## src/verilog/memLatencyTimer.sv

```systemverilog
`timescale 1ns/10ps

module memLatencyTimer #(
    parameter int MEM_LATENCY = 4
) (
    input  logic clk,
    input  logic rstN,
    input  logic start,                                     // Load MEM_LATENCY
    output logic done                                       // High at zero count
);

    // At least one bit, even for zero latency
    localparam int CNT_BITS = (MEM_LATENCY > 0) ? $clog2(MEM_LATENCY + 1) : 1;

    logic [CNT_BITS-1:0] count;
    logic                armedQ;                            // Low until first start

    always_ff @(posedge clk) begin
        if (!rstN) begin
            count  <= '0;
            armedQ <= 1'b0;
        end else if (start) begin
            count  <= CNT_BITS'(MEM_LATENCY);
            armedQ <= 1'b1;
        end else if (count != '0) begin
            count <= count - 1'b1;                          // Holds at zero
        end
    end

    assign done = armedQ && (count == '0);

endmodule
```

## config.mk

```make
export PLATFORM = sky130hd
export DESIGN_NAME = memLatencyTimer
export DESIGN_NICKNAME = d
export VERILOG_FILES = /design/src/verilog/memLatencyTimer.sv
export SDC_FILE = /design/constraint.sdc
export NUM_CORES = 1
export LEC_CHECK = 0
export ABC_AREA = 1
export BUFFER_PORTS_ARGS = -buffer_cell sky130_fd_sc_hd__buf_4
export CAP_MARGIN = 5
export CORE_AREA = 5 5 42 44
export DETAILED_ROUTE_END_ITERATION = 8
export DIE_AREA = 0 0 47 49
export GPL_TIMING_DRIVEN = 0
export PLACE_DENSITY = 0.4
export SLEW_MARGIN = 15
export SYNTH_ARGS = -nofsm -noshare
export SYNTH_HDL_FRONTEND = slang
export SYNTH_SLANG_ARGS = --single-unit
```

## constraint.sdc

```tcl
create_clock -name clk -period 1.5 [get_ports clk]
set_input_delay 0.3 -clock clk [delete_from_list [all_inputs] [get_ports clk]]
set_output_delay 0.3 -clock clk [all_outputs]
set_load 0.03 [all_outputs]
```

==> results.cfg <==
[outcome]
outcome = completed

[synth]
syn_area_per_cell_um2 = 6.78
ys_seq_elements = 4
ys_seq_area_share_pct = 38.1
ys_types = 8
synthesis.area_um2 = 210
yosysWarningCount = 0
synthCells = 31
syn_nets = 37

[timing]
slew_headroom_pct = 92.6
finalSetupTns_ns = 0
hold_violations = 0
fin_skew_ns = 0.00103
maxSlewViolCount = 0
rsz0062_at_grt = no
fmax_mhz = 699
tightestPinTransition_ns = 0.110
finalSetupViolations = 0
fin_crit_sh_pct = 95.3
min_period_ns = 1.43

[final_layout]
postLayoutCoreUtil_pct = 22.4
mostFrequentLayoutCell = nand2_1
syn_to_final_growth_pct = 49.4
drive_gt1_share_pct = 36.8
layout_common_cells = nand2_1, inv_1, nor2_1
diodes = 0
num-nets-final = 46
final_area_um2 = 314

[power_and_ir_drop]
pwr-share-seq_pct = 37.1
power_frac_comb_pct = 23.2
p_per_area_mw_per_mm2 = 1040
power_leakage_nw = 0.161
swShare_pct = 25.7
p_sw_uw = 83.7
clockPowerShare_pct = 39.7
ir_drop_v = 0.000371
power.internal_uw = 242

[detailed_routing]
vias = 189
drt_iter0_drc = 1
viasPerCell = 3.50
routedWlPerCell_um = 6.11
ant_nets = 0
wl_um = 330
firstDrtPassIters = 2
drc = 0

[min_path]
hold_path_class = input pin to register
hold_end = armedQ
holdCritStartpoint = start
hold_depth = 3

[placement]
placed_cell_area_um2 = 253
place_congestion = 0.599
port_buffers = 3
place_hpwl_um = 254

[setup_path]
regToRegEndpoint = count[1]
crit_fanout = 4
cp.arrival_ns = 1.13
reg2reg_depth = 8
path_class = register to output port
setup.worst_path.start_class = register
r2r_slack_ns = 0.37
worstPathRequired_ns = 1.20
rr_startpoint = count[0]
cp-end-kind = output port

[floorplan]
die-area_mm2 = 0.00230
initial_core_util_pct = 15.0
io-pin-count = 4
die_w_um = 47
fp.coreArea_mm2 = 0.00140
row_count = 14
die_y_um = 49

[global_routing]
grt_usage_pct = 3.80
grt_overflow = 0
antenna_found_initial = 0
grt_pass1_wl_um = 572
grt_max_degree = 6
grt_pass1_vias = 169

[cts]
clock-sinks = 4
cts_buffers = 3
cts.path.max_buffers = 2
htreeDepth = 1
cts_tree = built
insertion_delay_ns = 0.23
path_clk_slew_ns = 0.04
root_buffer = clkbuf_4

[run]
cap_viol_max_count = 0
-- critical path, stage by stage, from the launching register on --
cell     delay, ns
dfxtp_2       0.32
inv_2         0.05
ha_4          0.16
ha_4          0.16
nand2_1       0.05
inv_1         0.04
buf_6         0.13
-- power groups by stage --
| stage | logic [mW] | registers [mW] | clock network, mW |
|---|---|---|---|
| 6_report | 0.0757 | 0.121 | 0.130 |
| 5_1_grt | 0.0859 | 0.122 | 0.144 |
| 4_1_cts | 0.0714 | 0.121 | 0.135 |
| 3_5_place_dp | 0.0567 | 0.121 | 0 |
| 3_3_place_gp | 0.0570 | 0.121 | 0 |
| 2_1_floorplan | 0.0416 | 0.120 | 0 |
-- state kept, by name, indices dropped and copies added (netlist names) --
name / cells
armedQ: 1
count: 3
-- layer usage --
layer	vias to the layer above	global-route usage, %	wire, um
met4	0	5.53	0
li1	104	-	-
met2	3	4.52	166
met3	0	2.58	13
met5	-	0	0
met1	82	3.29	150
-- cell type report --
class | instances | area [um2]
Inverter | 9 | 33.8
Timing Repair Buffer | 4 | 33.8
Multi-Input combinational cell | 18 | 121
Fill cell | 170 | 1090
Sequential cell | 4 | 82.6
Tap cell | 16 | 20.0
Clock buffer | 3 | 22.5
-- cells in the mapped netlist, drive strengths merged --
cell,n,area [um2]
inv,9,33.8
nand2,7,26.3
nor2,6,22.5
dfxtp,4,80.1
ha,3,37.5
a21oi,1,5.00
o21ai,1,5.00
-- kinds of logic after synthesis --
logic type / count (synthesis) / share of synthesized area (%)
adder cells (fa/ha/maj): 3 / 17.9
flip-flops: 4 / 38.1
AO/OA/AOI/OAI: 2 / 4.76
buffers and inverters: 9 / 16.1
AND/OR/NAND/NOR: 13 / 23.2
-- repair_timing --
| item | CTS | global route |
|---|---|---|
| pin swaps | 1 | 0 |
| gates cloned | 0 | 0 |
| resized for setup | 7 | 2 |
| hold buffers | 0 | 0 |
| setup endpoints to repair | 1 | 1 |
| setup buffers | 0 | 1 |
-- worst max-delay path by stage --
stage	startpoint	end	slack, ns	depth (start not counted)
floorplan	count[0]	done	0.22	5
finish	count[0]	done	0.07	6
detailed placement	count[0]	done	0.11	6
global route	count[0]	done	0.002	6
CTS	count[1]	done	0.006	6
global placement	count[0]	done	0.1	6
-- through the flow --
step | hold WS (ns) | power (mW) | cells | setup WS, ns
finish | 0.279 | 0.326 | 54 | 0.0698
global route | 0.280 | 0.352 | 54 | 0.00177
CTS | 0.278 | 0.327 | 53 | 0.00558
detailed placement | 0.448 | 0.178 | 50 | 0.108
global placement | 0.449 | 0.178 | 50 | 0.0984
floorplan | 0.416 | 0.162 | 31 | 0.217
Power figures use the tool's default switching activity.
