`src/verilog/l2CachePkg.sv`:
```
package l2CachePkg;

    localparam int WORD_BITS = 32;                 // Data, address and tag base width

    // CPU operation kind
    typedef enum logic {
        opLoad  = 1'b0,
        opStore = 1'b1
    } memOpT;

    // Access size, RISC-V funct3 encoding
    typedef enum logic [2:0] {
        sizeByte = 3'b000,                         // lb / sb
        sizeHalf = 3'b001,                         // lh / sh
        sizeWord = 3'b010                          // lw / sw
    } accessSizeT;

    // One CPU request, held stable by the client during the handshake
    typedef struct packed {
        memOpT                 op;                 // Load or store
        accessSizeT            size;               // Byte lanes touched
        logic [WORD_BITS-1:0]  addr;               // Byte address
        logic [WORD_BITS-1:0]  wdata;              // Store data, low lanes first
    } cpuReqT;

    // Response valid while cpuAck is high
    typedef struct packed {
        logic [WORD_BITS-1:0]  rdata;              // Line word after the access
        logic                  hit;                // Found in cache
        logic                  wroteBack;          // Dirty victim went to memory
    } cpuRespT;

    // Controller sequence
    typedef enum logic [2:0] {
        stIdle,                                    // Waiting for cpuReq
        stLookup,                                  // Tag results examined
        stWriteBack,                               // Dirty victim to memory
        stFill,                                    // Line read from memory
        stRespond,                                 // Store merge / LRU touch
        stRelease                                  // cpuAck held until cpuReq drops
    } ctrlStateT;

endpackage

```
`src/verilog/l2CacheCtrl.sv`:
```
`timescale 1ns/10ps

module l2CacheCtrl (
    input  logic                             clk,
    input  logic                             rstN,
    input  logic                             cpuReq,
    input  l2CachePkg::cpuReqT               cpuReqData,
    output logic                             cpuAck,
    output l2CachePkg::cpuRespT              cpuResp,
    output logic                             lookupEn,     // Register hit / victim
    output logic                             storeEn,      // Merge store into line
    output logic                             touchEn,      // LRU update on load hit
    output logic                             fillEn,       // Write memory word to victim
    input  logic                             hit,
    input  logic                             victimDirty,
    input  logic [l2CachePkg::WORD_BITS-1:0] victimAddr,
    input  logic [l2CachePkg::WORD_BITS-1:0] victimData,
    input  logic [l2CachePkg::WORD_BITS-1:0] lineData,
    output logic                             timerStart,
    input  logic                             timerDone,
    output logic                             memWe,
    output logic                             memRead,
    output logic [l2CachePkg::WORD_BITS-1:0] memAddr,
    output logic [l2CachePkg::WORD_BITS-1:0] memWdata
);

    l2CachePkg::ctrlStateT state;
    l2CachePkg::ctrlStateT stateNext;
    l2CachePkg::cpuReqT    reqQ;                            // Request latched on accept
    logic                  ackQ;
    logic                  wroteBackQ;                      // Set once victim is written
    logic                  isStore;

    assign isStore  = (reqQ.op == l2CachePkg::opStore);
    assign cpuAck   = ackQ;
    assign memWdata = victimData;                           // Only writes are evictions
    assign cpuResp  = '{rdata: lineData, hit: hit, wroteBack: wroteBackQ};

    always_ff @(posedge clk) begin
        if (!rstN) begin
            state      <= l2CachePkg::stIdle;
            ackQ       <= 1'b0;
            wroteBackQ <= 1'b0;
        end else begin
            state <= stateNext;
            if (state == l2CachePkg::stIdle && cpuReq) begin
                wroteBackQ <= 1'b0;                         // New transaction
            end
            if (state == l2CachePkg::stWriteBack && timerDone) begin
                wroteBackQ <= 1'b1;
            end
            if (state == l2CachePkg::stRespond) begin
                ackQ <= 1'b1;                               // Response is ready
            end
            if (state == l2CachePkg::stRelease && !cpuReq) begin
                ackQ <= 1'b0;                               // Closes four-phase cycle
            end
        end
    end

    // Payload copy, no reset needed
    always_ff @(posedge clk) begin
        if (state == l2CachePkg::stIdle && cpuReq) begin
            reqQ <= cpuReqData;
        end
    end

    always_comb begin
        stateNext  = state;
        lookupEn   = 1'b0;
        storeEn    = 1'b0;
        touchEn    = 1'b0;
        fillEn     = 1'b0;
        timerStart = 1'b0;
        memWe      = 1'b0;
        memRead    = 1'b0;
        memAddr    = reqQ.addr;                             // Fill address by default
        case (state)
            l2CachePkg::stIdle: begin
                if (cpuReq) begin
                    lookupEn  = 1'b1;                       // Array sees cpuReqData directly
                    stateNext = l2CachePkg::stLookup;
                end
            end
            l2CachePkg::stLookup: begin
                if (hit) begin
                    stateNext = l2CachePkg::stRespond;
                end else if (victimDirty) begin
                    timerStart = 1'b1;
                    memWe      = 1'b1;                      // Evict before refill
                    memAddr    = victimAddr;
                    stateNext  = l2CachePkg::stWriteBack;
                end else begin
                    timerStart = 1'b1;
                    memRead    = 1'b1;
                    stateNext  = l2CachePkg::stFill;
                end
            end
            l2CachePkg::stWriteBack: begin
                if (timerDone) begin
                    timerStart = 1'b1;                      // Back to back with fill
                    memRead    = 1'b1;
                    stateNext  = l2CachePkg::stFill;
                end
            end
            l2CachePkg::stFill: begin
                if (timerDone) begin
                    fillEn    = 1'b1;                       // memRdata valid by now
                    stateNext = l2CachePkg::stRespond;
                end
            end
            l2CachePkg::stRespond: begin
                storeEn   = isStore;                        // Also after a fill
                touchEn   = !isStore && hit;
                stateNext = l2CachePkg::stRelease;
            end
            l2CachePkg::stRelease: begin
                if (!cpuReq) begin
                    stateNext = l2CachePkg::stIdle;
                end
            end
            default: stateNext = l2CachePkg::stIdle;
        endcase
    end

endmodule

```
`config.mk`:
```
export PLATFORM = sky130hd
export DESIGN_NAME = l2CacheCtrl
export DESIGN_NICKNAME = d
export VERILOG_FILES = /design/src/verilog/l2CachePkg.sv /design/src/verilog/l2CacheCtrl.sv
export SDC_FILE = /design/constraint.sdc
export NUM_CORES = 1
export LEC_CHECK = 0
export ABC_AREA = 1
export BUFFER_PORTS_ARGS = -buffer_cell sky130_fd_sc_hd__buf_2
export CAP_MARGIN = 20
export CORE_AREA = 2 2 106 108
export CTS_BUF_LIST = sky130_fd_sc_hd__clkbuf_8
export DETAILED_ROUTE_END_ITERATION = 12
export DIE_AREA = 0 0 108 110
export GPL_ROUTABILITY_DRIVEN = 0
export PLACE_DENSITY = 0.58
export SLEW_MARGIN = 15
export SYNTH_ARGS = -nofsm -noshare
export SYNTH_HDL_FRONTEND = slang
export SYNTH_SLANG_ARGS = --single-unit
```
`constraint.sdc`:
```
create_clock -name clk -period 2.9 [get_ports clk]
set_input_delay 0.29 -clock clk [delete_from_list [all_inputs] [get_ports clk]]
set_output_delay 0.29 -clock clk [all_outputs]
set_load 0.01 [all_outputs]
```
==> results.cfg <==
[run_status]
status = complete, no violations

[timing]
fin_skew_ps = 4.801
maxSlewHeadroom_pct = 68.74
worst_pin_slew_ps = 468.3
slew_violations = 0
min_period_ps = 2461
setup_ws_ps = 439.1
whs_ps = 176.2
fin_tns_setup_ps = 0
rsz0062_at_grt = false
hold_viol = 0
min_period_over_period_pct = 84.86
final-setup-viol-count = 0
max_freq_ghz = 0.4064

[floorplanning]
die_h_um = 110
initial_core_util_pct = 20.81
io_pins = 276
core_um2 = 10700
rows = 38
dieWidth_um = 108
die_area_um2 = 11880

[layout]
final_common_cell = buf_2
design_area_um2 = 2549
multi_input_area_um2 = 551.8
ff_latch_area_um2 = 1091
syn_to_final_growth_pct = 14.50
drive_above_1_share_pct = 41.83
fill_cells = 1206
fin_nets = 475
diodes = 0
layout_common_cells = buf_2, nand2_1, edfxtp_1

[min_path]
hold_class = input pin to flip-flop

[clocking]
clk_latency_ps = 280
clkTransAtPathRegs_ps = 80
cts_buffers = 5
postCtsSetupBuffers = 0
ctsHoldBuffers = 0
cts_root_buffer = clkbuf_8
tritoncts = built
cts.sinks = 38
cts.repair.resized = 0
clockBufferDepth = 2
cts_max_level = 2

[placed_design]
hpwl_um = 4707
dpl_cell_area_um2 = 2440
port_buffers = 112
preCtsSetupSlack_ps = 641.4

[global_routing]
grt_max_degree = 34
grt_pass1_vias = 1579
grtUsageMet3_pct = 4.350
met2_usage_pct = 14.91
grt_util_met1_pct = 9.279
grt_pass1_wl_um = 8238
antenna_found_initial = 0
grt-busiest-layer = met2
grt_overflow = 0
grt.total_usage_pct = 9.298

[worst_setup_path]
crit_path_end_kind = output port
critical_path_arrival_ps = 2170
cp_max_fo = 33
cp-start-kind = flip-flop
critPathKind = flip-flop to output port
cp.required_ps = 2610

[logic_synthesis]
synth-simple-area-share_pct = 22.54
ys_ff_latch = 38
synth_compound_area_share_pct = 1.911
synth_cell_type_count = 19
synth_top_family_by_area = buffers and inverters
yosysSeqAreaShare_pct = 49.02
yosysWarnings = 0
netlist_instances = 256
netlist_area_um2 = 2226
synthMuxAreaShare_pct = 0
synth_nets = 426
synth_area_per_cell_um2 = 8.695
synth_xor_area_share_pct = 0
yosys.area_share.adder_pct = 0

[pwr]
power.total_mw = 1.582
comb_power_share_pct = 26.3
p_int_mw = 1.104
p_sw_mw = 0.4778
irDropWorstVdd_uv = 206.6
leakagePower_nw = 1.288
seqPwrFrac_pct = 45.5
p_sw_share_pct = 30.20
clkPwrFrac_pct = 28.1
p_per_area_nw_per_um2 = 620.8

[job]
drv_cap = 0

[routing]
postRouteAntennaNets = 0
avgRoutedWirePerCell_um = 13.29
vias = 1743
drtIter0Drc = 25
drc = 0
dr.pass1.iters = 4
finalWirelength_um = 5928
viasPerCell = 3.908
## cell type report
class	instances	area share, %
clock buffer	5	2.700
clock inverter	3	1.571
inverter	12	1.816
multi-input combinational	134	21.65
sequential	38	42.81
tap	140	6.873
timing repair buffer	114	22.58
## cells by family after synthesis
kind of cell / after synthesis
AO/OA/AOI/OAI: 8
flip-flops: 38
AND/OR/NAND/NOR: 126
buffers and inverters: 84
## cell usage after synthesis
cell type,instances,share of area [%]
inv_2,2,0.34
clkinv_2,1,0.22
nor3_1,1,0.22
nor2_1,7,1.2
a211oi_1,1,0.34
dfxtp_1,5,4.5
nor4_1,1,0.28
nand3_1,5,1.1
nand3_2,1,0.45
nand4_1,2,0.56
buf_4,66,22
nor2_4,1,0.51
a21oi_1,4,0.90
inv_1,9,1.5
o21ai_0,3,0.67
buf_2,3,0.67
buf_6,3,1.5
nand2_1,108,18
edfxtp_1,33,45
## critical path: stages (launching register included)
cell	delay (ps)
dfxtp_1	520
nor2_4	80
nand3_2	60
buf_4	310
clkinv_2	470
nand2_1	180
nand2_1	90
buf_2	150
## power groups by stage
| stage | clock network [mW] | registers, mW | logic [mW] |
|---|---|---|---|
| final | 0.445 | 0.720 | 0.417 |
| after global routing | 0.493 | 0.729 | 0.474 |
| after CTS | 0.465 | 0.721 | 0.431 |
| after detailed placement | 0 | 0.733 | 0.430 |
| after global placement | 0 | 0.731 | 0.427 |
| after floorplan | 0 | 0.729 | 0.333 |
## metal layers
layer | up-vias | part of all wire, %
li1 | 842 | -
met1 | 763 | 34
met2 | 88 | 47
met3 | 50 | 12
met4 | 0 | 6.9
met5 | - | 0
## registers in the layout (all words and copies together) (netlist names)
name        flops
reqQ           32
state           3
cpuAck          1
isStore         1
wroteBackQ      1
## per-stage QoR
step	utilization [%]	instances
floorplan	-	256
global placement	22.81	438
detailed placement	22.81	438
CTS	23.82	446
global route	23.82	446
finish	23.82	446
## worst paths after layout
kind | start | end | slack, ps | depth (start not counted)
max | state[2] | memAddr[14] | 440 | 7
min reg2reg | wroteBackQ | wroteBackQ | 480 | 2
max reg2reg | state[1] | reqQ[40] | 1070 | 4
min | cpuReqData[67] | isStore | 180 | 1
Note: power is estimated with default switching activity, not from simulation.
