### src/verilog/l2CachePkg.sv
package l2CachePkg;

    localparam int WORD_BITS = 32;                 // Data, address and tag base width

    // CPU operation kind
    typedef enum logic {
        opLoad  = 1'b0,
        opStore = 1'b1
    } memOpT;

    // Access size, RISC-V funct3 encoding
    typedef enum logic [2:0] {
        sizeByte = 3'b000,                         // lb / sb
        sizeHalf = 3'b001,                         // lh / sh
        sizeWord = 3'b010                          // lw / sw
    } accessSizeT;

    // One CPU request, held stable by the client during the handshake
    typedef struct packed {
        memOpT                 op;                 // Load or store
        accessSizeT            size;               // Byte lanes touched
        logic [WORD_BITS-1:0]  addr;               // Byte address
        logic [WORD_BITS-1:0]  wdata;              // Store data, low lanes first
    } cpuReqT;

    // Response valid while cpuAck is high
    typedef struct packed {
        logic [WORD_BITS-1:0]  rdata;              // Line word after the access
        logic                  hit;                // Found in cache
        logic                  wroteBack;          // Dirty victim went to memory
    } cpuRespT;

    // Controller sequence
    typedef enum logic [2:0] {
        stIdle,                                    // Waiting for cpuReq
        stLookup,                                  // Tag results examined
        stWriteBack,                               // Dirty victim to memory
        stFill,                                    // Line read from memory
        stRespond,                                 // Store merge / LRU touch
        stRelease                                  // cpuAck held until cpuReq drops
    } ctrlStateT;

endpackage

### src/verilog/l2SetArray.sv
`timescale 1ns/10ps

module l2SetArray #(
    parameter int SET_BITS = 3
) (
    input  logic                             clk,
    input  logic                             rstN,
    input  l2CachePkg::cpuReqT               req,
    input  logic                             lookupEn,
    input  logic                             storeEn,
    input  logic                             touchEn,
    input  logic                             fillEn,
    input  logic [l2CachePkg::WORD_BITS-1:0] fillData,
    output logic                             hit,
    output logic                             victimDirty,
    output logic [l2CachePkg::WORD_BITS-1:0] victimAddr,
    output logic [l2CachePkg::WORD_BITS-1:0] victimData,
    output logic [l2CachePkg::WORD_BITS-1:0] lineData
);

    localparam int WB       = l2CachePkg::WORD_BITS;
    localparam int TAG_BITS = 30 - SET_BITS;                // Word lines, 2 offset bits
    localparam int SETS     = 1 << SET_BITS;

    logic [TAG_BITS-1:0] tagMem  [2][SETS];
    logic [WB-1:0]       dataMem [2][SETS];
    logic                validQ  [2][SETS];
    logic                dirtyQ  [2][SETS];
    logic                lruQ    [SETS];                    // Way to evict next

    logic [SET_BITS-1:0] setIdx;
    logic [TAG_BITS-1:0] reqTag;
    logic [1:0]          wayHit;
    logic                lookupWay;
    logic                selWayQ;                           // Hit way or victim way
    logic [1:0]          offset;
    logic [3:0]          laneMask;
    logic [WB-1:0]       shiftedData;
    logic [WB-1:0]       mergedData;

    assign setIdx   = req.addr[SET_BITS+1:2];
    assign reqTag   = req.addr[WB-1:SET_BITS+2];
    assign offset   = req.addr[1:0];
    assign lineData = dataMem[selWayQ][setIdx];             // Live contents, not registered

    always_comb begin
        for (int w = 0; w < 2; w++) begin
            wayHit[w] = validQ[w][setIdx] && (tagMem[w][setIdx] == reqTag);
        end
        lookupWay = (wayHit != 2'b00) ? wayHit[1] : lruQ[setIdx];
    end

    // Byte-lane merge for sb / sh / sw
    always_comb begin
        case (req.size)
            l2CachePkg::sizeByte: laneMask = 4'b0001 << offset;
            l2CachePkg::sizeHalf: laneMask = 4'b0011 << offset;
            l2CachePkg::sizeWord: laneMask = 4'b1111;
            default:              laneMask = 4'b0000;      // Reserved funct3, no write
        endcase
        shiftedData = req.wdata << {offset, 3'b000};
        for (int b = 0; b < 4; b++) begin
            mergedData[8*b +: 8] = laneMask[b] ? shiftedData[8*b +: 8] : lineData[8*b +: 8];
        end
    end

    // Control bits and lookup results
    always_ff @(posedge clk) begin
        if (!rstN) begin
            for (int s = 0; s < SETS; s++) begin
                validQ[0][s] <= 1'b0;
                validQ[1][s] <= 1'b0;
                dirtyQ[0][s] <= 1'b0;
                dirtyQ[1][s] <= 1'b0;
                lruQ[s]      <= 1'b0;                       // Way 0 first
            end
            hit         <= 1'b0;
            victimDirty <= 1'b0;
            selWayQ     <= 1'b0;
        end else begin
            if (lookupEn) begin
                hit         <= (wayHit != 2'b00);
                selWayQ     <= lookupWay;
                victimDirty <= (wayHit == 2'b00) && validQ[lookupWay][setIdx]
                               && dirtyQ[lookupWay][setIdx];
            end
            if (fillEn) begin
                validQ[selWayQ][setIdx] <= 1'b1;
                dirtyQ[selWayQ][setIdx] <= 1'b0;            // Clean copy of memory
            end
            if (storeEn) begin
                dirtyQ[selWayQ][setIdx] <= 1'b1;
            end
            if (fillEn || storeEn || touchEn) begin
                lruQ[setIdx] <= ~selWayQ;                   // Other way now oldest
            end
        end
    end

    // Storage and victim payload
    always_ff @(posedge clk) begin
        if (lookupEn) begin
            victimAddr <= {tagMem[lookupWay][setIdx], setIdx, 2'b00};
            victimData <= dataMem[lookupWay][setIdx];
        end
        if (fillEn) begin
            tagMem[selWayQ][setIdx]  <= reqTag;
            dataMem[selWayQ][setIdx] <= fillData;
        end else if (storeEn) begin
            dataMem[selWayQ][setIdx] <= mergedData;
        end
    end

endmodule

### config.mk
export PLATFORM = sky130hd
export DESIGN_NAME = l2SetArray
export DESIGN_NICKNAME = d
export VERILOG_FILES = /design/src/verilog/l2CachePkg.sv /design/src/verilog/l2SetArray.sv
export SDC_FILE = /design/constraint.sdc
export NUM_CORES = 2
export LEC_CHECK = 0
export CORE_ASPECT_RATIO = 1.75
export CORE_MARGIN = 2
export CORE_UTILIZATION = 40
export DETAILED_ROUTE_END_ITERATION = 7
export DONT_BUFFER_PORTS = 1
export GPL_TIMING_DRIVEN = 1
export RECOVER_POWER = 25
export SLEW_MARGIN = 0
export SYNTH_ARGS = -nofsm -noshare
export SYNTH_HDL_FRONTEND = slang
export SYNTH_SLANG_ARGS = --single-unit
### constraint.sdc
create_clock -name clk -period 7.1 [get_ports clk]
set_input_delay 0.71 -clock clk [delete_from_list [all_inputs] [get_ports clk]]
set_output_delay 0.71 -clock clk [all_outputs]
set_load 0.01 [all_outputs]
==> summary.txt <==
Cells and area
  • Layout area overhead: 10.4%
  • Share of cells above drive strength 1: 0.167
  • Number of fill cells: 11.2k
  • Fin nets: 3468

Logic synthesis
  • Post-synth cell types: 56
  • Ranking of synthesized cells by area: edfxtp_1, mux2i_1, mux4_2
  • Most frequent cell after synthesis: edfxtp_1
  • Main synth FF type: edfxtp_1
  • Yosys reg bits: 1050
  • Synth top cells by count: edfxtp_1, mux2i_1, nor2_1, o22ai_1, a21oi_1
  • Post-synthesis cell area: 0.0506 sq mm
  • Post-synth EDFFs: 1006
  • Post-synth ARST share: 0
  • Synth Warn #: 0
  • Top cell type's share of synthesized area: 0.596
  • Syn avg cell area: 14.6 sq um
  • Sequential share of the synthesized area: 0.614
  • Mapped Cells: 3460
  • Synth area leader: edfxtp_1

Critical path
  • Crit path arrival time: 5600 ps
  • WS Path Type: primary input to flip-flop
  • Worst Path Required: 7500 ps
  • Worst setup SP type: primary input
  • CP Capture Type: flip-flop
  • CP max FO: 45

Floorplanning
  • Die H: 475 microns
  • Total I/O pin count: 204
  • Core ar.: 0.126 sq mm
  • Row cnt: 172
  • Die area: 0.130 sq mm
  • Initial Utilization: 0.403
  • Die W: 273 microns

Placed design
  • RePlAce Congestion: 0.815
  • Number of port buffers: 0
  • Hpwl dp: 93200 microns

Global route
  • Initial antenna violation count: 1
  • First-pass GRT wire length: 226000 microns
  • Overall Global Routing Usage: 0.243
  • Largest net degree at the start of global routing: 140
  • Total gr overflow: 0
  • Vias in the first global route: 32.7k

Clock network
  • Clock tree from TritonCTS: built
  • CTS Buf Count: 97
  • Clock-pin slew on the worst setup and hold paths: 70 ps
  • Clock latency on the worst-skew pair: 720 ps
  • Post-CTS Setup Bufs: 0
  • Cts repair resizes: 0
  • CTS Sinks: 1050
  • Number of H-tree levels: 3
  • Cts hold-fix bufs: 0
  • Clock Tree Buf Depth: 3
  • CTS root buf: clkbuf_16

Timing
  • Shortest period the worst path allows: 5200 ps
  • RSZ-0062 raised after global routing: no
  • Highest clock rate: 192 MHz
  • Final setup vio count: 0
  • Skew final: 59.5 ps
  • Fin crit share: 0.733
  • Slew Viols, Final: 17
  • Slew headroom: -0.128
  • Worst-Margin Slew: 1680 ps
  • Fin. Hold Viols: 0
  • Fin Setup TNS: 0 ps

Job
  • Max Cap Viol: 1

Route
  • Routed Antenna Nets: 0
  • Drt first pass iters: 5
  • DR DRC count: 0
  • Wire per inst: 31.1 microns
  • WL final: 159000 microns
  • Vias: 31.7k
  • Routed vias/inst: 6.22
  • DRT iter0 DRCs: 2843

Power
  • Pwr/cell area: 244 mW/mm^2
  • Leak Pwr: 17.0 nW
  • VDD IR-drop max: 0.000210 V
  • Total Power: 13.6 mW

Status
  • Failing checks: max-capacitance violations, max-slew violations
  • Status: finished, violations left

Worst hold path
  • Worst Hold Class: primary input to flip-flop
sequential cells by signal, summed over array words and instances, names as in the netlist, named ones only:
signal,flops
dataMem,512
tagMem,432
victimData,32
victimAddr,30
dirtyQ,16
validQ,16
lruQ,8
hit,1
selWayQ,1
victimDirty,1
area by class of cell:
type,count,area (sq um),share of cell area
diodes,3,7.51,0.000134
clock buffers,116,2530,0.0452
clock inverters,65,687,0.0123
inverters,4,20.0,0.000358
multi-input cells,2111,18600,0.333
flip-flops and latches,1050,31100,0.556
well taps,1653,2070,0.0370
repair buffers,98,878,0.0157
where the power goes:
part	switching [mW]	internal, mW
clock network	2.42	2.94
registers	0.0821	6.93
logic	0.759	0.486
total	3.26	10.4
worst max-delay path: stages:
cell and delay [ps]:
inv_2 810, buf_4 380, mux2i_1 270, xnor2_1 220, nor4_1 480, nand4_1 240
nor3_1 240, a21o_4 660, buf_4 400, buf_4 420, mux4_2 370, a22oi_1 210
nand2_1 110
cell families (layout without fill, tap and decap cells):
kind of cell	count (synthesis)	after routing	share of synthesized area
DFF	1050	1050	0.614
muxes	890	890	0.225
AOI/OAI and AO/OA	686	686	0.0839
and+or+nand+nor	481	481	0.0424
buffers and inverters	300	283	0.0262
xor gates and xnor gates	52	52	0.00899
other	1	5	0.0000740
worst paths after layout:
path | start | to | slack, ps | cells after the start
max | req[35] | victimAddr[7] | 1900 | 13
min | req[63] | tagMem[1][188] | 80 | 0
max reg2reg | tagMem[1][63] | victimAddr[7] | 2350 | 12
min reg2reg | dirtyQ[1][7] | dirtyQ[1][7] | 480 | 2
cells in the final DEF (no fill, tap or decap), drive strengths merged, types with 8 or more instances in the layout:
cell / synthesis / layout
o31ai: 10 / 10
a21boi: 16 / 16
o22ai: 248 / 248
o211ai: 13 / 13
xnor2: 45 / 45
a22oi: 60 / 60
mux2i: 620 / 620
o21ai: 41 / 41
a21oi: 217 / 217
nor2: 260 / 260
edfxtp: 1006 / 1006
mux2: 81 / 81
or4: 40 / 40
clkinvlp: 0 / 8
clkbuf: 176 / 118
o221ai: 23 / 23
buf: 120 / 96
mux4: 189 / 189
dfxtp: 44 / 44
nand3: 12 / 12
a211oi: 11 / 11
inv: 4 / 11
clkinv: 0 / 40
nor3: 32 / 32
nand2: 87 / 87
nor2b: 18 / 18
bufinv: 0 / 10
a221oi: 8 / 8
o21a: 16 / 16
per-stage QoR:
| stage | hold slack [ps] | utilization | cells | cell area (sq um) | worst slack, ps |
|---|---|---|---|---|---|
| after floorplan | 451 | - | 3461 | 50700 | 2400 |
| after global placement | 463 | 0.419 | 4916 | 52700 | 1380 |
| after detailed placement | 473 | 0.419 | 4916 | 52700 | 1300 |
| after CTS | 39.9 | 0.445 | 5097 | 55900 | 2020 |
| after global routing | 45.3 | 0.445 | 5098 | 55900 | 1700 |
| final | 83.7 | 0.445 | 5100 | 55900 | 1900 |
layer usage:
| metal | global-route usage | up-vias | share of wire |
|---|---|---|---|
| li1 | - | 13600 | - |
| met1 | 0.275 | 16500 | 0.36 |
| met2 | 0.441 | 1272 | 0.52 |
| met3 | 0.0449 | 326 | 0.070 |
| met4 | 0.106 | 0 | 0.045 |
| met5 | 0 | - | 0 |
No activity file was read; power rests on OpenSTA's default activity.
